`src/source/conv_macros.svh`:
```
`ifndef CONV_MACROS_SVH
`define CONV_MACROS_SVH

// Lane count of the engine
`define CONV_LANES 4

// Operand and accumulator widths
`define CONV_DW    16
`define CONV_ACC_W 32

// Address widths of the three memories
`define CONV_W_AW  6
`define CONV_I_AW  6
`define CONV_O_AW  6

// Depths follow from the address widths
`define CONV_W_DEPTH (1 << `CONV_W_AW)
`define CONV_I_DEPTH (1 << `CONV_I_AW)
`define CONV_O_DEPTH (1 << `CONV_O_AW)

// Broadcast lane select
`define CONV_SEL_W 2

`endif

```
`src/source/conv_pkg.sv`:
```
`default_nettype none

`include "conv_macros.svh"

package conv_pkg;

    // ==============================
    // Mode and opcode
    // ==============================
    typedef enum logic {
        MODE_CONV      = 1'b0,
        MODE_TRANSCONV = 1'b1
    } conv_mode_e;

    typedef enum logic [1:0] {
        OP_NOP   = 2'd0,
        OP_CLEAR = 2'd1,
        OP_MAC   = 2'd2,
        OP_EJECT = 2'd3
    } pe_op_e;

    // ==============================
    // Scalars and lane vectors
    // ==============================
    // Named signed scalars keep lane selects signed
    typedef logic signed [`CONV_DW-1:0]    operand_t;
    typedef logic signed [`CONV_ACC_W-1:0] word_t;
    typedef logic [`CONV_W_AW-1:0]         waddr_t;
    typedef logic [`CONV_I_AW-1:0]         iaddr_t;
    typedef logic [`CONV_O_AW-1:0]         oaddr_t;

    typedef operand_t [`CONV_LANES-1:0] operand_vec_t;
    typedef word_t    [`CONV_LANES-1:0] word_vec_t;
    typedef waddr_t   [`CONV_LANES-1:0] waddr_vec_t;
    typedef iaddr_t   [`CONV_LANES-1:0] iaddr_vec_t;
    typedef oaddr_t   [`CONV_LANES-1:0] oaddr_vec_t;

    // Transposed output map, one target row per lane
    typedef oaddr_t   [`CONV_LANES-1:0] omap_t;

    // ==============================
    // Command and result
    // ==============================
    typedef struct packed {
        pe_op_e op;
        oaddr_t out_addr;
        logic   bias_en;
    } pe_cmd_t;

    typedef struct packed {
        logic      conv_valid;
        logic      partial_valid;
        word_vec_t words;
        oaddr_t    out_addr;
        logic      bias_en;
    } pe_result_t;

endpackage

`default_nettype wire

```
`src/source/ifmap_bank.sv`:
```
`timescale 1ns/1ps
`default_nettype none

`include "conv_macros.svh"

module ifmap_bank
    import conv_pkg::*;
(
    input  wire logic                   clk,
    input  wire logic                   reset,

    // Masked write port
    input  wire logic [`CONV_LANES-1:0] if_we,
    input  wire iaddr_vec_t             if_waddr,
    input  wire operand_vec_t           if_wdata,

    // Read port
    input  wire logic                   if_re,
    input  wire iaddr_vec_t             if_raddr,
    input  wire logic [`CONV_SEL_W-1:0] ifmap_sel,

    // Single operand for the PE broadcast
    output operand_t                    ifmap_data
);

    // Raw word of every lane at its own read address
    operand_vec_t lane_rd;

    // ==============================
    // Lane memories
    // ==============================
    for (genvar g = 0; g < `CONV_LANES; g++) begin : g_lane
        operand_t mem [`CONV_I_DEPTH];

        always_ff @(posedge clk) begin
            if (if_we[g]) begin
                mem[if_waddr[g]] <= if_wdata[g];
            end
        end

        assign lane_rd[g] = mem[if_raddr[g]];
    end

    // ==============================
    // Lane select and output register
    // ==============================
    // Only the chosen lane is captured
    always_ff @(posedge clk) begin
        if (reset) begin
            ifmap_data <= '0;
        end else if (if_re) begin
            ifmap_data <= lane_rd[ifmap_sel];
        end
    end

endmodule

`default_nettype wire

```
`config.mk`:
```
export PLATFORM = sky130hd
export DESIGN_NAME = ifmap_bank
export DESIGN_NICKNAME = d
export VERILOG_FILES = /design/src/source/conv_pkg.sv /design/src/source/ifmap_bank.sv
export VERILOG_INCLUDE_DIRS = /design/src /design/src/source
export SDC_FILE = /design/constraint.sdc
export NUM_CORES = 2
export LEC_CHECK = 0
export ABC_AREA = 1
export BUFFER_PORTS_ARGS = -buffer_cell sky130_fd_sc_hd__buf_2
export CAP_MARGIN = 10
export CORE_MARGIN = 4
export CORE_UTILIZATION = 61
export DETAILED_ROUTE_END_ITERATION = 8
export PLACE_DENSITY = 0.77
export SLEW_MARGIN = 40
export SYNTH_ARGS = -nofsm -noshare
export SYNTH_HDL_FRONTEND = slang
export SYNTH_SLANG_ARGS = --single-unit
```
`constraint.sdc`:
```
create_clock -name clk -period 4.33 [get_ports clk]
set_clock_uncertainty 0.1 [all_clocks]
set_input_delay 0 -clock clk [delete_from_list [all_inputs] [get_ports clk]]
set_output_delay 0 -clock clk [all_outputs]
set_load 0.01 [all_outputs]
```
==> results.json <==
{
  "die_area_um2": 282700,
  "drive_above_1_share_pct": 8.247,
  "clock-sinks": 4112,
  "drtIter0Drc": 16800,
  "root_buffer": "clkbuf_16",
  "utilization_pct": 67.99,
  "ant_nets": 0,
  "cts_max_level": 5,
  "ys_ff_latch": 4112,
  "hold_path.class": "in2reg",
  "fin_total_pwr_uw": 84110,
  "synth_warnings": 0,
  "slew_violations": 0,
  "gr-total-overflow": 0,
  "cts_buffers": 399,
  "synth_nets": 14070,
  "drtPass1Iterations": 6,
  "yosysUniqueCellTypes": 18,
  "crit_required_ns": 5.08,
  "die_w_um": 531.7,
  "power.density_nw_per_um2": 452.5,
  "gp_congestion": 0.8698,
  "leakage_uw": 0.06658,
  "final.setup.tns_ns": 0,
  "insertion_delay_ns": 0.96,
  "drc": 0,
  "drt-total-wl_mm": 439.8,
  "slew_headroom_pct": 32.19,
  "dp_hpwl_mm": 234.8,
  "grt_pass1_wl_mm": 657.8,
  "swShare_pct": 22.57,
  "hold_viol_final": 0,
  "die_h_um": 531.7,
  "nNetsFinal": 14300,
  "power_frac_seq_pct": 52.5,
  "clk_pin_slew_ns": 0.06,
  "io_pins": 137,
  "crit_fanout": 1,
  "period_share_pct": 86.50,
  "cts_tree": "yes",
  "critPathLaunchType": "register",
  "grt_pass1_vias": 106700,
  "seq_area_frac_synth_pct": 73.70,
  "p_switching_uw": 18980,
  "ir_worst_vdd_mv": 0.3597,
  "core-area_um2": 273400,
  "synth_area_per_cell_um2": 11.99,
  "crit_path_end_kind": "register",
  "io_buffers": 136,
  "n_fill_cell": 18070,
  "fin_crit_ns": 3.746,
  "rsz0062_at_grt": "false",
  "area_delta_synth_final_pct": 11.09,
  "clk_path_buf_depth": 4,
  "place_inst": 17220,
  "cp.arrival_ns": 4.50,
  "worst_pin_slew_ns": 1.017,
  "final_cell_mix": "4739 x nand2_1, 4096 x edfxtp_1, 3798 x nand3_1, 405 x clkbuf_16, 387 x buf_4",
  "via_count": 112400,
  "num_rows": 192,
  "syn_inst": 13950,
  "antenna_found_initial": 13,
  "comb_power_share_pct": 6.3,
  "stdcell_count": 18110,
  "status": "completed",
  "p_int_uw": 65130,
  "power.share.clock_pct": 41.1,
  "syn_area_um2": 167300,
  "start_util_pct": 61.20,
  "vias_per_cell": 6.206,
  "fmax_mhz": 267.0,
  "final-setup-viol-count": 0,
  "final_common_cell": "nand2_1",
  "criticalPathCategory": "reg2reg",
  "ctsResizeCount": 0,
  "wl_per_cell_um": 24.28,
  "grt_max_degree": 219,
  "maxCapViolCount": 0,
  "grt.total_usage_pct": 30.36
}
flip-flops by register name, summed over array words and instances, names as in the netlist:
name	flops
g_lane.mem	4096
ifmap_data	16
layer usage:
layer	up-vias	GRT usage, %	wire, um
met3	1131	5.459	51330
met5	-	0	91
met4	14	13.89	22210
met2	7428	48.07	208400
met1	53990	41.57	157900
li1	49850	-	-
metrics by stage:
stage                     hold WS (ns)  instance area [um^2]  setup slack [ns]
after floorplan              -0.001131                167300             2.584
after global placement          0.1234                171000             1.079
after detailed placement        0.1240                171100             1.105
after CTS                      0.03615                185600            0.6772
after global routing           0.01011                185900            0.5197
final                         0.009480                185900            0.5845
kinds of logic after synthesis:
kind of cell	Yosys count	share of synthesized area, %
compound gates	4	0.01197
buf+inv	976	3.530
flops	4112	73.70
simple gates	8859	22.76
critical path, stage by stage (launching register included):
cell and delay (ns):
edfxtp_1 0.36, nand2_1 0.07, nand3_1 0.09, nand3_1 0.18, nand3_1 0.20, nand3_1 0.20, nand3_1 0.16, nand2_1 0.19
nand2_1 0.15, nand3_1 0.10, dlygate4sd3_1 0.56, nand3_1 0.07, dlygate4sd3_1 0.59, nand2_1 0.06, dlygate4sd3_1 0.55, inv_1 0.04
cell type report:
| cell class | instances | area (um^2) | area share (%) |
|---|---|---|---|
| Antenna cell | 9 | 22.52 | 0.01212 |
| Clock inverter | 249 | 2526 | 1.359 |
| Inverter | 75 | 392.9 | 0.2114 |
| Clock buffer | 485 | 10500 | 5.646 |
| Multi-Input combinational cell | 8863 | 38160 | 20.53 |
| Tap cell | 3589 | 4491 | 2.416 |
| Timing Repair Buffer | 731 | 6472 | 3.482 |
| Sequential cell | 4112 | 123300 | 66.34 |
power groups by stage:
stage | registers (uW) | logic (uW) | clock network [uW]
after floorplan | 45000 | 2970 | 0
after global placement | 45000 | 4940 | 0
after detailed placement | 45000 | 5060 | 0
after CTS | 44200 | 5190 | 34700
after global routing | 44200 | 5700 | 36600
final | 44200 | 5340 | 34600
worst paths after layout:
| check | end | depth (start not counted) | slack (ns) | startpoint |
|---|---|---|---|---|
| setup / recovery | ifmap_data[7]$_SDFFE_PP0P_ | 15 | 0.58 | g_lane[2].mem[50][7]$_DFFE_PP_ |
| setup reg to reg | ifmap_data[7]$_SDFFE_PP0P_ | 15 | 0.58 | g_lane[2].mem[50][7]$_DFFE_PP_ |
| hold reg to reg | ifmap_data[14]$_SDFFE_PP0P_ | 4 | 0.62 | ifmap_data[14]$_SDFFE_PP0P_ |
| hold / removal | g_lane[2].mem[47][9]$_DFFE_PP_ | 2 | 0.009 | if_wdata[41] |
Yosys cell counts, drive strengths merged:
cell type | instances | area, um^2
inv | 75 | 304.0
buf | 813 | 5271
o21ai | 4 | 20.02
nor3 | 9 | 45.04
edfxtp | 4096 | 123000
dfxtp | 16 | 320.3
nor2 | 289 | 1085
nand4 | 24 | 150.1
nand2 | 4739 | 17790
clkbuf | 88 | 330.3
nand3 | 3798 | 19010
what timing repair did:
action                                  4_1_cts  5_1_grt
hold buffers                                140        2
buffers inserted                              0        0
endpoints found under the setup margin        0        0
endpoints found under the hold margin      7904       20
Note: power is estimated with default switching activity, not from simulation.
