**src/source/conv_macros.svh**
```systemverilog
`ifndef CONV_MACROS_SVH
`define CONV_MACROS_SVH

// Lane count of the engine
`define CONV_LANES 4

// Operand and accumulator widths
`define CONV_DW    16
`define CONV_ACC_W 32

// Address widths of the three memories
`define CONV_W_AW  6
`define CONV_I_AW  6
`define CONV_O_AW  6

// Depths follow from the address widths
`define CONV_W_DEPTH (1 << `CONV_W_AW)
`define CONV_I_DEPTH (1 << `CONV_I_AW)
`define CONV_O_DEPTH (1 << `CONV_O_AW)

// Broadcast lane select
`define CONV_SEL_W 2

`endif

```
**src/source/conv_pkg.sv**
```systemverilog
`default_nettype none

`include "conv_macros.svh"

package conv_pkg;

    // ==============================
    // Mode and opcode
    // ==============================
    typedef enum logic {
        MODE_CONV      = 1'b0,
        MODE_TRANSCONV = 1'b1
    } conv_mode_e;

    typedef enum logic [1:0] {
        OP_NOP   = 2'd0,
        OP_CLEAR = 2'd1,
        OP_MAC   = 2'd2,
        OP_EJECT = 2'd3
    } pe_op_e;

    // ==============================
    // Scalars and lane vectors
    // ==============================
    // Named signed scalars keep lane selects signed
    typedef logic signed [`CONV_DW-1:0]    operand_t;
    typedef logic signed [`CONV_ACC_W-1:0] word_t;
    typedef logic [`CONV_W_AW-1:0]         waddr_t;
    typedef logic [`CONV_I_AW-1:0]         iaddr_t;
    typedef logic [`CONV_O_AW-1:0]         oaddr_t;

    typedef operand_t [`CONV_LANES-1:0] operand_vec_t;
    typedef word_t    [`CONV_LANES-1:0] word_vec_t;
    typedef waddr_t   [`CONV_LANES-1:0] waddr_vec_t;
    typedef iaddr_t   [`CONV_LANES-1:0] iaddr_vec_t;
    typedef oaddr_t   [`CONV_LANES-1:0] oaddr_vec_t;

    // Transposed output map, one target row per lane
    typedef oaddr_t   [`CONV_LANES-1:0] omap_t;

    // ==============================
    // Command and result
    // ==============================
    typedef struct packed {
        pe_op_e op;
        oaddr_t out_addr;
        logic   bias_en;
    } pe_cmd_t;

    typedef struct packed {
        logic      conv_valid;
        logic      partial_valid;
        word_vec_t words;
        oaddr_t    out_addr;
        logic      bias_en;
    } pe_result_t;

endpackage

`default_nettype wire

```
**src/source/pe_array.sv**
```systemverilog
`timescale 1ns/1ps
`default_nettype none

`include "conv_macros.svh"

module pe_array
    import conv_pkg::*;
(
    input  wire logic         clk,
    input  wire logic         reset,
    input  wire conv_mode_e   conv_mode,

    // Command issued alongside the memory reads
    input  wire pe_cmd_t      cmd,

    // Operands one cycle after the reads
    input  wire operand_vec_t weight_data,
    input  wire operand_t     ifmap_data,

    output pe_result_t        result
);

    // Command stage aligned with memory data
    pe_op_e     op_q;
    oaddr_t     tag_addr_q;
    logic       tag_bias_q;

    // Lane state
    word_vec_t  acc;
    word_vec_t  prod;

    // Decoded actions
    logic       do_mac;
    logic       do_partial;
    logic       do_eject;

    // Result register
    logic       conv_valid_q;
    logic       partial_valid_q;
    word_vec_t  words_q;
    oaddr_t     out_addr_q;
    logic       bias_en_q;

    // ==============================
    // Command delay
    // ==============================
    always_ff @(posedge clk) begin
        if (reset) begin
            op_q <= OP_NOP;
        end else begin
            op_q <= cmd.op;
        end
    end

    // Tag travels with the opcode
    always_ff @(posedge clk) begin
        tag_addr_q <= cmd.out_addr;
        tag_bias_q <= cmd.bias_en;
    end

    // ==============================
    // Lane multipliers
    // ==============================
    // Broadcast ifmap times per-lane weight
    always_comb begin
        for (int i = 0; i < `CONV_LANES; i++) begin
            prod[i] = word_t'(ifmap_data) * word_t'(weight_data[i]);
        end
    end

    // MAC accumulates in conv mode and scatters in transposed mode
    assign do_mac     = (op_q == OP_MAC) && (conv_mode == MODE_CONV);
    assign do_partial = (op_q == OP_MAC) && (conv_mode == MODE_TRANSCONV);
    // Eject works in either mode so transposed runs can zero rows
    assign do_eject   = (op_q == OP_EJECT);

    // Accumulators
    // eject leaves them untouched
    always_ff @(posedge clk) begin
        if (reset || (op_q == OP_CLEAR)) begin
            acc <= '0;
        end else if (do_mac) begin
            for (int i = 0; i < `CONV_LANES; i++) begin
                acc[i] <= acc[i] + prod[i];
            end
        end
    end

    // ==============================
    // Result stage
    // ==============================
    always_ff @(posedge clk) begin
        if (reset) begin
            conv_valid_q    <= 1'b0;
            partial_valid_q <= 1'b0;
        end else begin
            conv_valid_q    <= do_eject;
            partial_valid_q <= do_partial;
        end
    end

    // Sums on eject, raw products on a transposed MAC
    always_ff @(posedge clk) begin
        if (do_eject || do_partial) begin
            words_q    <= do_eject ? acc : prod;
            out_addr_q <= tag_addr_q;
            bias_en_q  <= tag_bias_q;
        end
    end

    assign result = '{
        conv_valid:    conv_valid_q,
        partial_valid: partial_valid_q,
        words:         words_q,
        out_addr:      out_addr_q,
        bias_en:       bias_en_q
    };

endmodule

`default_nettype wire

```
**config.mk**
```make
export PLATFORM = sky130hd
export DESIGN_NAME = pe_array
export DESIGN_NICKNAME = d
export VERILOG_FILES = /design/src/source/conv_pkg.sv /design/src/source/pe_array.sv
export VERILOG_INCLUDE_DIRS = /design/src /design/src/source
export SDC_FILE = /design/constraint.sdc
export NUM_CORES = 2
export LEC_CHECK = 0
export ABC_AREA = 0
export BUFFER_PORTS_ARGS = -buffer_cell sky130_fd_sc_hd__clkbuf_2
export CAP_MARGIN = 20
export CELL_PAD_IN_SITES_DETAIL_PLACEMENT = 2
export CELL_PAD_IN_SITES_GLOBAL_PLACEMENT = 2
export CORE_ASPECT_RATIO = 1.1
export CORE_MARGIN = 2
export CORE_UTILIZATION = 44
export DETAILED_ROUTE_END_ITERATION = 12
export GPL_ROUTABILITY_DRIVEN = 0
export PLACE_DENSITY = 0.9
export SETUP_SLACK_MARGIN = 0.1
export SLEW_MARGIN = 20
export SYNTH_ARGS = -nofsm -noshare
export SYNTH_HDL_FRONTEND = slang
export SYNTH_SLANG_ARGS = --single-unit
```
**constraint.sdc**
```tcl
create_clock -name clk -period 12.8 [get_ports clk]
set_clock_uncertainty 0.2 [all_clocks]
set_input_delay 0.64 -clock clk [delete_from_list [all_inputs] [get_ports clk]]
set_output_delay 0.64 -clock clk [all_outputs]
set_load 0.02 [all_outputs]
```
==> impl_metrics.env <==
export IMPL_placed_cell_area_um2=57900
export IMPL_slew_viol_final=0
export IMPL_grt_max_degree=78
export IMPL_r2r_setup_slack_ps=8070
export IMPL_die_width_um=342
export IMPL_dr_total_vias=46200
export IMPL_synth_top_area_cell="fa_1"
export IMPL_rsz0062_at_grt="no"
export IMPL_vias_per_cell=5.82
export IMPL_wl_per_cell_um=29.0
export IMPL_cp_num_buf_inv=3
export IMPL_drc_errors=0
export IMPL_insertion_delay_ps=610
export IMPL_die_y_um=376
export IMPL_first_iter_violations=2376
export IMPL_cp_start_kind="input pin"
export IMPL_worstHoldStart="cmd[7]"
export IMPL_max_freq_mhz=95.6
export IMPL_reg2reg_from="acc[64]"
export IMPL_grt_pass1_wl_mm=352
export IMPL_pin_count=229
export IMPL_hpwlAfterDp_mm=181
export IMPL_synth_nets=7801
export IMPL_portBuffers=228
export IMPL_grt_usage_pct=36.3
export IMPL_synthMuxAreaShare_pct=0.500
export IMPL_cts_buffer_depth=3
export IMPL_num_rows=136
export IMPL_synthTopCellsByArea="fa_1 38%, ha_1 10%, inv_1 8.3%, edfxtp_1 7.3%, nand2_1 6.8%"
export IMPL_maxCapViolCount=0
export IMPL_synthToLayoutAreaGrowth_pct=7.05
export IMPL_worstPathArrival_ps=10760
export IMPL_clkTransAtPathRegs_ps=60
export IMPL_tightest_slew_ps=1120
export IMPL_synthesis_area_um2=55300
export IMPL_cts_made_buffers=37
export IMPL_cts_setup_buffers=0
export IMPL_overflow=0
export IMPL_antenna_found_initial=12
export IMPL_r2r_end="acc[94]"
export IMPL_run_status="finished, final reports clean"
export IMPL_synth_compound_area_share_pct=8.43
export IMPL_grt_pass1_vias=56700
export IMPL_synth_top_area_share_pct=38.1
export IMPL_period_minus_slack_ps=10460
export IMPL_cp_end_kind="register"
export IMPL_finalWorstSetupSlack_ps=2340
export IMPL_dp_slack_ps=2160
export IMPL_cpMostUsedCell="fa_1"
export IMPL_initial_core_util_pct=44.3
export IMPL_required_ps=13100
export IMPL_h_tree_depth=2
export IMPL_dieArea_um2=129000
export IMPL_final_nets=7861
export IMPL_cp_top_family="adder cells"
export IMPL_hold_depth=2
export IMPL_max_stage_delay_ps=730
export IMPL_syn_avg_cell_area_um2=8.93
export IMPL_synth_cells=6197
export IMPL_r2r_cells=13
export IMPL_wl_mm=231
export IMPL_tns_ps=0
export IMPL_synth_top_family_by_area="adder cells"
export IMPL_slowest_stage="clkbuf_2"
export IMPL_finalSetupViolations=0
export IMPL_cp_max_fo=37
export IMPL_synth_edff_count=135
export IMPL_async_flop_share_pct=0
export IMPL_synth_simple_area_share_pct=16.6
export IMPL_first_pass_iters=5
export IMPL_synthXorXnorAreaFrac_pct=3.70
export IMPL_core_area_um2=125000
export IMPL_slew_headroom_pct=25.1
export IMPL_drive_above_1_share_pct=6.08
export IMPL_ys_seq_area_share_pct=12.4
export IMPL_cts_tree="yes"
export IMPL_synthDistinctLibCells=82
export IMPL_synth_fa_ha_area_share_pct=48.5
export IMPL_crit_type="in2reg"
export IMPL_synth_ff_type="dfxtp_1"
export IMPL_finalCritPeriodShare_pct=81.7
export IMPL_hold_class="in2reg"
export IMPL_ys_seq_elements=274
export IMPL_ant_nets=0
export IMPL_yosys_warnings=0
export IMPL_hold_violations=0
export IMPL_whs_endpoint="op_q[0]"
export IMPL_root_buffer="clkbuf_16"
export IMPL_cts_sinks=274
export IMPL_fin_area_um2=59200
## metal layers
layer	GRT usage, %	share of wire (%)	up-vias
li1	-	-	19100
met2	66.3	53	1812
met1	36.6	34	24200
met3	6.99	5.1	1073
met4	26.7	8.2	16
met5	0	0.048	-
## stage by stage
step | hold slack [ps] | cells | utilization [%]
after floorplan | 186 | 6197 | -
after global placement | 188 | 7866 | 46.4
after detailed placement | 190 | 7866 | 46.4
after CTS | 96.2 | 7940 | 47.4
after global routing | 129 | 7941 | 47.4
final | 115 | 7946 | 47.4
## cell families (layout without fill, tap and decap cells)
group	after synthesis	after routing
AND/OR/NAND/NOR	1959	1959
adder cells (fa/ha/maj)	1512	1512
buffers and inverters	1471	1559
AO/OA/AOI/OAI	724	724
flip-flops	274	274
XOR/XNOR	232	232
multiplexers	25	25
other	0	5
## cells in the mapped netlist, drive strengths merged, types with 6 or more instances
cell type,count
o211ai,12
dfxtp,139
and3,26
nor3,33
and4,6
o31ai,10
buf,15
a211o,6
clkbuf,237
a2111oi,7
a21boi,9
nor2b,24
o311ai,6
a21oi,272
ha,460
nand4,16
or2,7
a211oi,34
xor2,58
xnor2,173
nand3,37
mux2,21
inv,1219
fa,1052
a31oi,17
a21o,118
nand2,1004
o21a,44
o21bai,31
o31a,6
nand2b,51
or3,18
edfxtp,135
and2,512
nor2,210
o21ai,106
## layout make-up
cell class / count / area, µm²
diodes: 5 / 12.5
clock buffers: 49 / 991
clock inverters: 18 / 215
fillers: 13600 / 65700
inverters: 1219 / 4580
multi-input cells: 4452 / 43000
flip-flops and latches: 274 / 6840
well taps: 1656 / 2070
repair buffers: 273 / 1520
## layout by cell type (no fill, tap or decap), drive strengths merged, types with 58 or more instances in the layout
cell type,n
ha,460
edfxtp,135
clkbuf,277
inv,1224
o21ai,106
xor2,58
dfxtp,139
nor2,210
nand2,1004
and2,512
xnor2,173
a21o,118
fa,1052
a21oi,272
## timing repair
action | CTS | global route
gates resized for setup | 0 | 0
setup endpoints to repair | 0 | 0
hold buffers | 7 | 0
endpoints found under the hold margin | 7 | 0
## worst max-delay path by stage
stage,from,endpoint,cells after the start
4_1_cts,ifmap_data[10],acc[126],31
3_5_place_dp,ifmap_data[10],acc[126],31
6_report,ifmap_data[7],acc[93],27
3_3_place_gp,ifmap_data[7],acc[91],28
5_1_grt,ifmap_data[10],acc[126],31
2_1_floorplan,ifmap_data[11],acc[63],34
## sequential cells by signal (all words and copies together) (netlist names), 2 cells and up
signal      flops
acc           128
tag_addr_q      6
out_addr_q      6
op_q            2
result        128
Power is not shown: default switching activity piles up to over one toggle a cycle in this logic, so the estimate is an artifact.
