==> config.mk <==
export PLATFORM = sky130hd
export DESIGN_NAME = weight_bank
export DESIGN_NICKNAME = d
export VERILOG_FILES = /design/src/source/conv_pkg.sv /design/src/source/weight_bank.sv
export VERILOG_INCLUDE_DIRS = /design/src /design/src/source
export SDC_FILE = /design/constraint.sdc
export NUM_CORES = 2
export LEC_CHECK = 0
export BUFFER_PORTS_ARGS = -buffer_cell sky130_fd_sc_hd__buf_2
export CAP_MARGIN = 20
export CORE_ASPECT_RATIO = 1.2
export CORE_MARGIN = 2
export CORE_UTILIZATION = 63
export CTS_CLUSTER_DIAMETER = 150
export DETAILED_ROUTE_END_ITERATION = 12
export GPL_TIMING_DRIVEN = 0
export MAX_ROUTING_LAYER = met4
export PLACE_DENSITY = 0.8
export SLEW_MARGIN = 5
export SYNTH_ARGS = -nofsm -noshare
export SYNTH_HDL_FRONTEND = slang
export SYNTH_SLANG_ARGS = --single-unit
==> constraint.sdc <==
create_clock -name clk -period 2.9 [get_ports clk]
set_input_delay 0.145 -clock clk [delete_from_list [all_inputs] [get_ports clk]]
set_output_delay 0.145 -clock clk [all_outputs]
set_load 0.005 [all_outputs]
==> src/source/conv_macros.svh <==
`ifndef CONV_MACROS_SVH
`define CONV_MACROS_SVH

// Lane count of the engine
`define CONV_LANES 4

// Operand and accumulator widths
`define CONV_DW    16
`define CONV_ACC_W 32

// Address widths of the three memories
`define CONV_W_AW  6
`define CONV_I_AW  6
`define CONV_O_AW  6

// Depths follow from the address widths
`define CONV_W_DEPTH (1 << `CONV_W_AW)
`define CONV_I_DEPTH (1 << `CONV_I_AW)
`define CONV_O_DEPTH (1 << `CONV_O_AW)

// Broadcast lane select
`define CONV_SEL_W 2

`endif

==> src/source/conv_pkg.sv <==
`default_nettype none

`include "conv_macros.svh"

package conv_pkg;

    // ==============================
    // Mode and opcode
    // ==============================
    typedef enum logic {
        MODE_CONV      = 1'b0,
        MODE_TRANSCONV = 1'b1
    } conv_mode_e;

    typedef enum logic [1:0] {
        OP_NOP   = 2'd0,
        OP_CLEAR = 2'd1,
        OP_MAC   = 2'd2,
        OP_EJECT = 2'd3
    } pe_op_e;

    // ==============================
    // Scalars and lane vectors
    // ==============================
    // Named signed scalars keep lane selects signed
    typedef logic signed [`CONV_DW-1:0]    operand_t;
    typedef logic signed [`CONV_ACC_W-1:0] word_t;
    typedef logic [`CONV_W_AW-1:0]         waddr_t;
    typedef logic [`CONV_I_AW-1:0]         iaddr_t;
    typedef logic [`CONV_O_AW-1:0]         oaddr_t;

    typedef operand_t [`CONV_LANES-1:0] operand_vec_t;
    typedef word_t    [`CONV_LANES-1:0] word_vec_t;
    typedef waddr_t   [`CONV_LANES-1:0] waddr_vec_t;
    typedef iaddr_t   [`CONV_LANES-1:0] iaddr_vec_t;
    typedef oaddr_t   [`CONV_LANES-1:0] oaddr_vec_t;

    // Transposed output map, one target row per lane
    typedef oaddr_t   [`CONV_LANES-1:0] omap_t;

    // ==============================
    // Command and result
    // ==============================
    typedef struct packed {
        pe_op_e op;
        oaddr_t out_addr;
        logic   bias_en;
    } pe_cmd_t;

    typedef struct packed {
        logic      conv_valid;
        logic      partial_valid;
        word_vec_t words;
        oaddr_t    out_addr;
        logic      bias_en;
    } pe_result_t;

endpackage

`default_nettype wire

==> src/source/weight_bank.sv <==
`timescale 1ns/1ps
`default_nettype none

`include "conv_macros.svh"

module weight_bank
    import conv_pkg::*;
(
    input  wire logic                   clk,
    input  wire logic                   reset,

    // Masked write port
    input  wire logic [`CONV_LANES-1:0] w_we,
    input  wire waddr_vec_t             w_waddr,
    input  wire operand_vec_t           w_wdata,

    // Read port
    input  wire logic                   w_re,
    input  wire waddr_vec_t             w_raddr,

    output operand_vec_t                weight_data
);

    // ==============================
    // One memory per lane
    // ==============================
    for (genvar g = 0; g < `CONV_LANES; g++) begin : g_lane
        operand_t mem [`CONV_W_DEPTH];

        // Lane owns its write enable
        always_ff @(posedge clk) begin
            if (w_we[g]) begin
                mem[w_waddr[g]] <= w_wdata[g];
            end
        end

        // Registered read
        // value holds until the next strobe
        always_ff @(posedge clk) begin
            if (reset) begin
                weight_data[g] <= '0;
            end else if (w_re) begin
                weight_data[g] <= mem[w_raddr[g]];
            end
        end
    end

endmodule

`default_nettype wire

==> impl_metrics.prom <==
# TYPE chip_impl_metric gauge
chip_impl_metric{name="critPathArrivalTime",unit="ns"} 3.52
chip_impl_metric{name="dr_total_vias",unit=""} 86881
chip_impl_info{name="rsz_0062_raised_after_global_routing",value="false"} 1
chip_impl_metric{name="dpl.hpwl",unit="mm"} 270
chip_impl_metric{name="final_period_minus_worst_setup_slack",unit="ns"} 2.70
chip_impl_metric{name="final.period_utilization",unit=""} 0.932
chip_impl_metric{name="overflow",unit=""} 0
chip_impl_metric{name="path_buf_inv",unit=""} 4
chip_impl_metric{name="path_max_fanout",unit=""} 10
chip_impl_info{name="hold_path.class",value="primary input to register"} 1
chip_impl_metric{name="timing.hold.ws",unit="ns"} 0.0907
chip_impl_metric{name="power.internal",unit="mW"} 98.0
chip_impl_metric{name="combinationalPowerShare",unit=""} 0.054
chip_impl_metric{name="drive_gt1_frac",unit=""} 0.295
chip_impl_metric{name="pwr_per_cell_area",unit="nW/um^2"} 681
chip_impl_metric{name="clock_path_buffers",unit=""} 4
chip_impl_metric{name="ports",unit=""} 183
chip_impl_metric{name="p_seq_frac",unit=""} 0.535
chip_impl_metric{name="gr-usage-all-layers",unit=""} 0.334
chip_impl_metric{name="fp.dieArea",unit="sq um"} 259000
chip_impl_metric{name="relSlewSlack",unit=""} 0.147
chip_impl_metric{name="post_synthesis_instance_area",unit="sq um"} 160000
chip_impl_info{name="critical_path_cell_with_the_highest_stage_delay",value="o31ai_1"} 1
chip_impl_info{name="synth_top_area_cell",value="edfxtp_1"} 1
chip_impl_metric{name="avgSynthCellArea",unit="sq um"} 19.7
chip_impl_metric{name="p_sw_frac",unit=""} 0.214
chip_impl_metric{name="hold_violations",unit=""} 0
chip_impl_metric{name="fp.coreArea",unit="sq um"} 253000
chip_impl_metric{name="timing.critical_path.slowest_cell_delay",unit="ns"} 0.89
chip_impl_metric{name="setup_slack",unit="ns"} 0.198
chip_impl_info{name="synthTopCellsByArea",value="edfxtp_1 (77%), mux4_2 (7.2%), mux2_2 (5.4%), a211oi_1 (1.2%), nor2b_1 (1.1%)"} 1
chip_impl_metric{name="layout.cell_area.non_filler",unit="sq um"} 183000
chip_impl_info{name="synth_top_flop_cell",value="edfxtp_1"} 1
chip_impl_metric{name="drt.antenna.violating_nets",unit=""} 0
chip_impl_metric{name="numCtsBuffers",unit=""} 385
chip_impl_metric{name="dp.cells",unit=""} 11888
chip_impl_metric{name="yosys.area_share.adder",unit=""} 0
chip_impl_metric{name="ctsHtreeMaxLevel",unit=""} 5
chip_impl_metric{name="drt_iter0_markers",unit=""} 13244
chip_impl_metric{name="chipWidth",unit="microns"} 465
chip_impl_metric{name="path_clk_slew",unit="ns"} 0.06
chip_impl_metric{name="muxShareOfSynthArea",unit=""} 0.126
chip_impl_metric{name="synth-compound-area-share",unit=""} 0.0524
chip_impl_metric{name="final-max-slew-violation-count",unit=""} 0
chip_impl_info{name="startpoint_type",value="primary input"} 1
chip_impl_info{name="synth_common_cells",value="edfxtp_1 (4,096), mux2_2 (768), mux4_2 (512), nor2b_1 (272), nor2_1 (269)"} 1
chip_impl_info{name="worst_path_most_repeated_cell",value="buf_2"} 1
chip_impl_metric{name="postCtsHoldBufs",unit=""} 60
chip_impl_metric{name="wl",unit="mm"} 424
chip_impl_info{name="cts.root.buffer_cell",value="clkbuf_16"} 1
chip_impl_metric{name="number_of_buffers_added_for_setup_after_cts",unit=""} 0
chip_impl_metric{name="pin_count_of_the_biggest_net_entering_global_routing",unit=""} 65
chip_impl_metric{name="antenna_violations_before_repair",unit=""} 28
chip_impl_metric{name="clk-insertion-delay-late",unit="ns"} 0.91
chip_impl_metric{name="starting_density",unit=""} 0.635
chip_impl_metric{name="synthToLayoutAreaGrowth",unit="%"} 14.2
chip_impl_info{name="largest_family_of_logic_cells_by_synthesized_area",value="multiplexers"} 1
chip_impl_info{name="status",value="finished, final reports clean"} 1
chip_impl_metric{name="drt-vias-per-instance",unit=""} 6.83
chip_impl_metric{name="yosys.area_share.xor_xnor",unit=""} 0
chip_impl_metric{name="postSynthRegisterBits",unit=""} 4160
chip_impl_metric{name="layout.cells.non_filler",unit=""} 12718
chip_impl_metric{name="synth_largest_type_area_fraction",unit=""} 0.766
chip_impl_metric{name="place_ws",unit="ns"} -0.449
chip_impl_info{name="cts_tree",value="built"} 1
chip_impl_metric{name="clock_skews",unit="ns"} 0.0344
chip_impl_metric{name="synthArstFlopShare",unit=""} 0
chip_impl_metric{name="max_freq",unit="GHz"} 0.370
chip_impl_info{name="ordered_list_of_cells_on_the_worst_path",value="buf_2 > buf_2 > buf_2 > clkbuf_1 > a211oi_1 > o31ai_1 > nor3_1 > o221ai_1"} 1
chip_impl_metric{name="setup_viol_count_final",unit=""} 0
chip_impl_metric{name="synthesis.yosys.warnings",unit=""} 0
chip_impl_metric{name="synth_cells",unit=""} 8132
chip_impl_metric{name="worst-r2r-setup-slack",unit="ns"} 0.20
chip_impl_metric{name="port_buffers",unit=""} 160
chip_impl_metric{name="net_count_of_the_finished_layout",unit=""} 9116
chip_impl_metric{name="placed_area",unit="sq um"} 170000
chip_impl_metric{name="power.switching",unit="mW"} 26.7
chip_impl_metric{name="cts_resized",unit=""} 0
chip_impl_metric{name="syn_nets",unit=""} 8251
chip_impl_metric{name="dieHeight",unit="microns"} 557
chip_impl_metric{name="synth_enable_flop_cells",unit=""} 4096
chip_impl_info{name="worst_setup_path_end_kind",value="register"} 1
chip_impl_metric{name="clkSinkCount",unit=""} 4160
chip_impl_metric{name="timing_worst_slew_pin_value",unit="ns"} 1.27
chip_impl_metric{name="synth_seq_area_share",unit=""} 0.774
chip_impl_info{name="cpLargestDelayFamily",value="buffers and inverters"} 1
chip_impl_info{name="synth_most_common_cell",value="edfxtp_1"} 1
chip_impl_metric{name="share_clk_of_total_power",unit=""} 0.411
chip_impl_metric{name="grt_pass1_vias",unit=""} 86224
chip_impl_metric{name="p_leak",unit="nW"} 57.2
chip_impl_metric{name="first_pass_iters",unit=""} 6
chip_impl_metric{name="timing.critical_path.required",unit="ns"} 3.72
chip_impl_metric{name="utilization",unit=""} 0.725
chip_impl_metric{name="row_count",unit=""} 202
chip_impl_metric{name="detail_route.drc_violations",unit=""} 0
chip_impl_info{name="timing.setup.critical_path_class",value="primary input to register"} 1
chip_impl_metric{name="irDropWorstVdd",unit="mV"} 0.865
chip_impl_metric{name="routabilityCongestion",unit=""} 1.00
chip_impl_metric{name="post_drt_wl_per_cell",unit="microns"} 33.3
chip_impl_metric{name="cap_viol_max_count",unit=""} 0
chip_impl_metric{name="wire_length_of_the_first_global_routing_pass",unit="mm"} 604
chip_impl_metric{name="post_synth_num_cell_types",unit=""} 33
chip_impl_metric{name="post_synth_and_or_nand_nor_area_fraction",unit=""} 0.0327
==> power groups by stage <==
stage	logic, mW	registers [mW]	clock network [mW]
after global routing	6.99	66.7	53.5
after detailed placement	6.40	68.0	0
after floorplan	3.18	67.9	0
final	6.78	66.7	51.3
after global placement	5.94	68.0	0
after CTS	6.56	66.7	51.4
==> worst paths after layout <==
check	start	end	depth (start not counted)
setup / recovery	w_raddr[8]	weight_data[18]	8
hold / removal	w_waddr[2]	g_lane[0].mem[56][14]	4
setup reg to reg	g_lane[1].mem[39][2]	weight_data[18]	5
hold reg to reg	weight_data[2]	weight_data[2]	2
==> state kept, by name, indices dropped and copies added, names as in the netlist <==
register,flops
weight_data,64
g_lane.mem,4096
==> layout by cell type, fill, tap and decap left out, types with 49 or more instances in the layout <==
| cell | synthesis | layout |
|---|---|---|
| o31ai_1 | 128 | 128 |
| buf_6 | 26 | 55 |
| a211oi_1 | 256 | 256 |
| a22o_1 | 128 | 128 |
| o21ai_0 | 256 | 256 |
| or3b_2 | 76 | 76 |
| buf_12 | 0 | 54 |
| dfxtp_1 | 64 | 64 |
| buf_8 | 1 | 123 |
| nor2b_1 | 272 | 272 |
| clkbuf_1 | 258 | 325 |
| a22oi_1 | 128 | 128 |
| dlygate4sd3_1 | 0 | 72 |
| mux2_2 | 768 | 768 |
| clkinv_2 | 0 | 80 |
| clkinv_1 | 0 | 80 |
| nor3_1 | 260 | 256 |
| o22ai_1 | 256 | 256 |
| nor2_1 | 269 | 50 |
| nor2_2 | 0 | 219 |
| o221ai_1 | 64 | 64 |
| buf_4 | 19 | 49 |
| edfxtp_1 | 4096 | 4096 |
| mux4_2 | 512 | 512 |
| buf_2 | 155 | 314 |
| clkbuf_16 | 0 | 392 |
| bufinv_16 | 0 | 49 |
==> metal layers <==
layer / share of wire / wire, microns / GRT usage / up-vias
met5: 0 / 0 / - / -
met4: 0.051 / 21600 / 0.139 / 0
met3: 0.11 / 48400 / 0.0643 / 1019
met2: 0.48 / 205000 / 0.524 / 6125
met1: 0.35 / 148000 / 0.434 / 44406
li1: - / - / - / 35331
==> layout make-up <==
type | instances | area, sq um
sequential | 4160 | 124000
fill | 13887 | 69500
multi-input combinational | 3471 | 34400
clock buffer | 466 | 10100
timing repair buffer | 478 | 5290
tap | 3366 | 4210
clock inverter | 236 | 2500
buffer | 501 | 2360
antenna | 40 | 100
==> stage by stage <==
stage	TNS, ns	total power [mW]
global route	0	127
floorplan	0	71.1
detailed placement	-13.03	74.4
finish	0	125
global placement	-82.73	73.9
CTS	0	125
==> worst min-delay path, cell delays in order <==
cell and delay (ns):
buf_2 0.13, nor2_1 0.07, nand2_1 0.36, nor2_2 0.10
==> kinds of logic after synthesis <==
family	count (synthesis)
AO/OA/AOI/OAI	1216
buffers and inverters	501
flip-flops	4160
multiplexers	1280
AND/OR/NAND/NOR	975
Note: power is estimated with default switching activity, not from simulation.
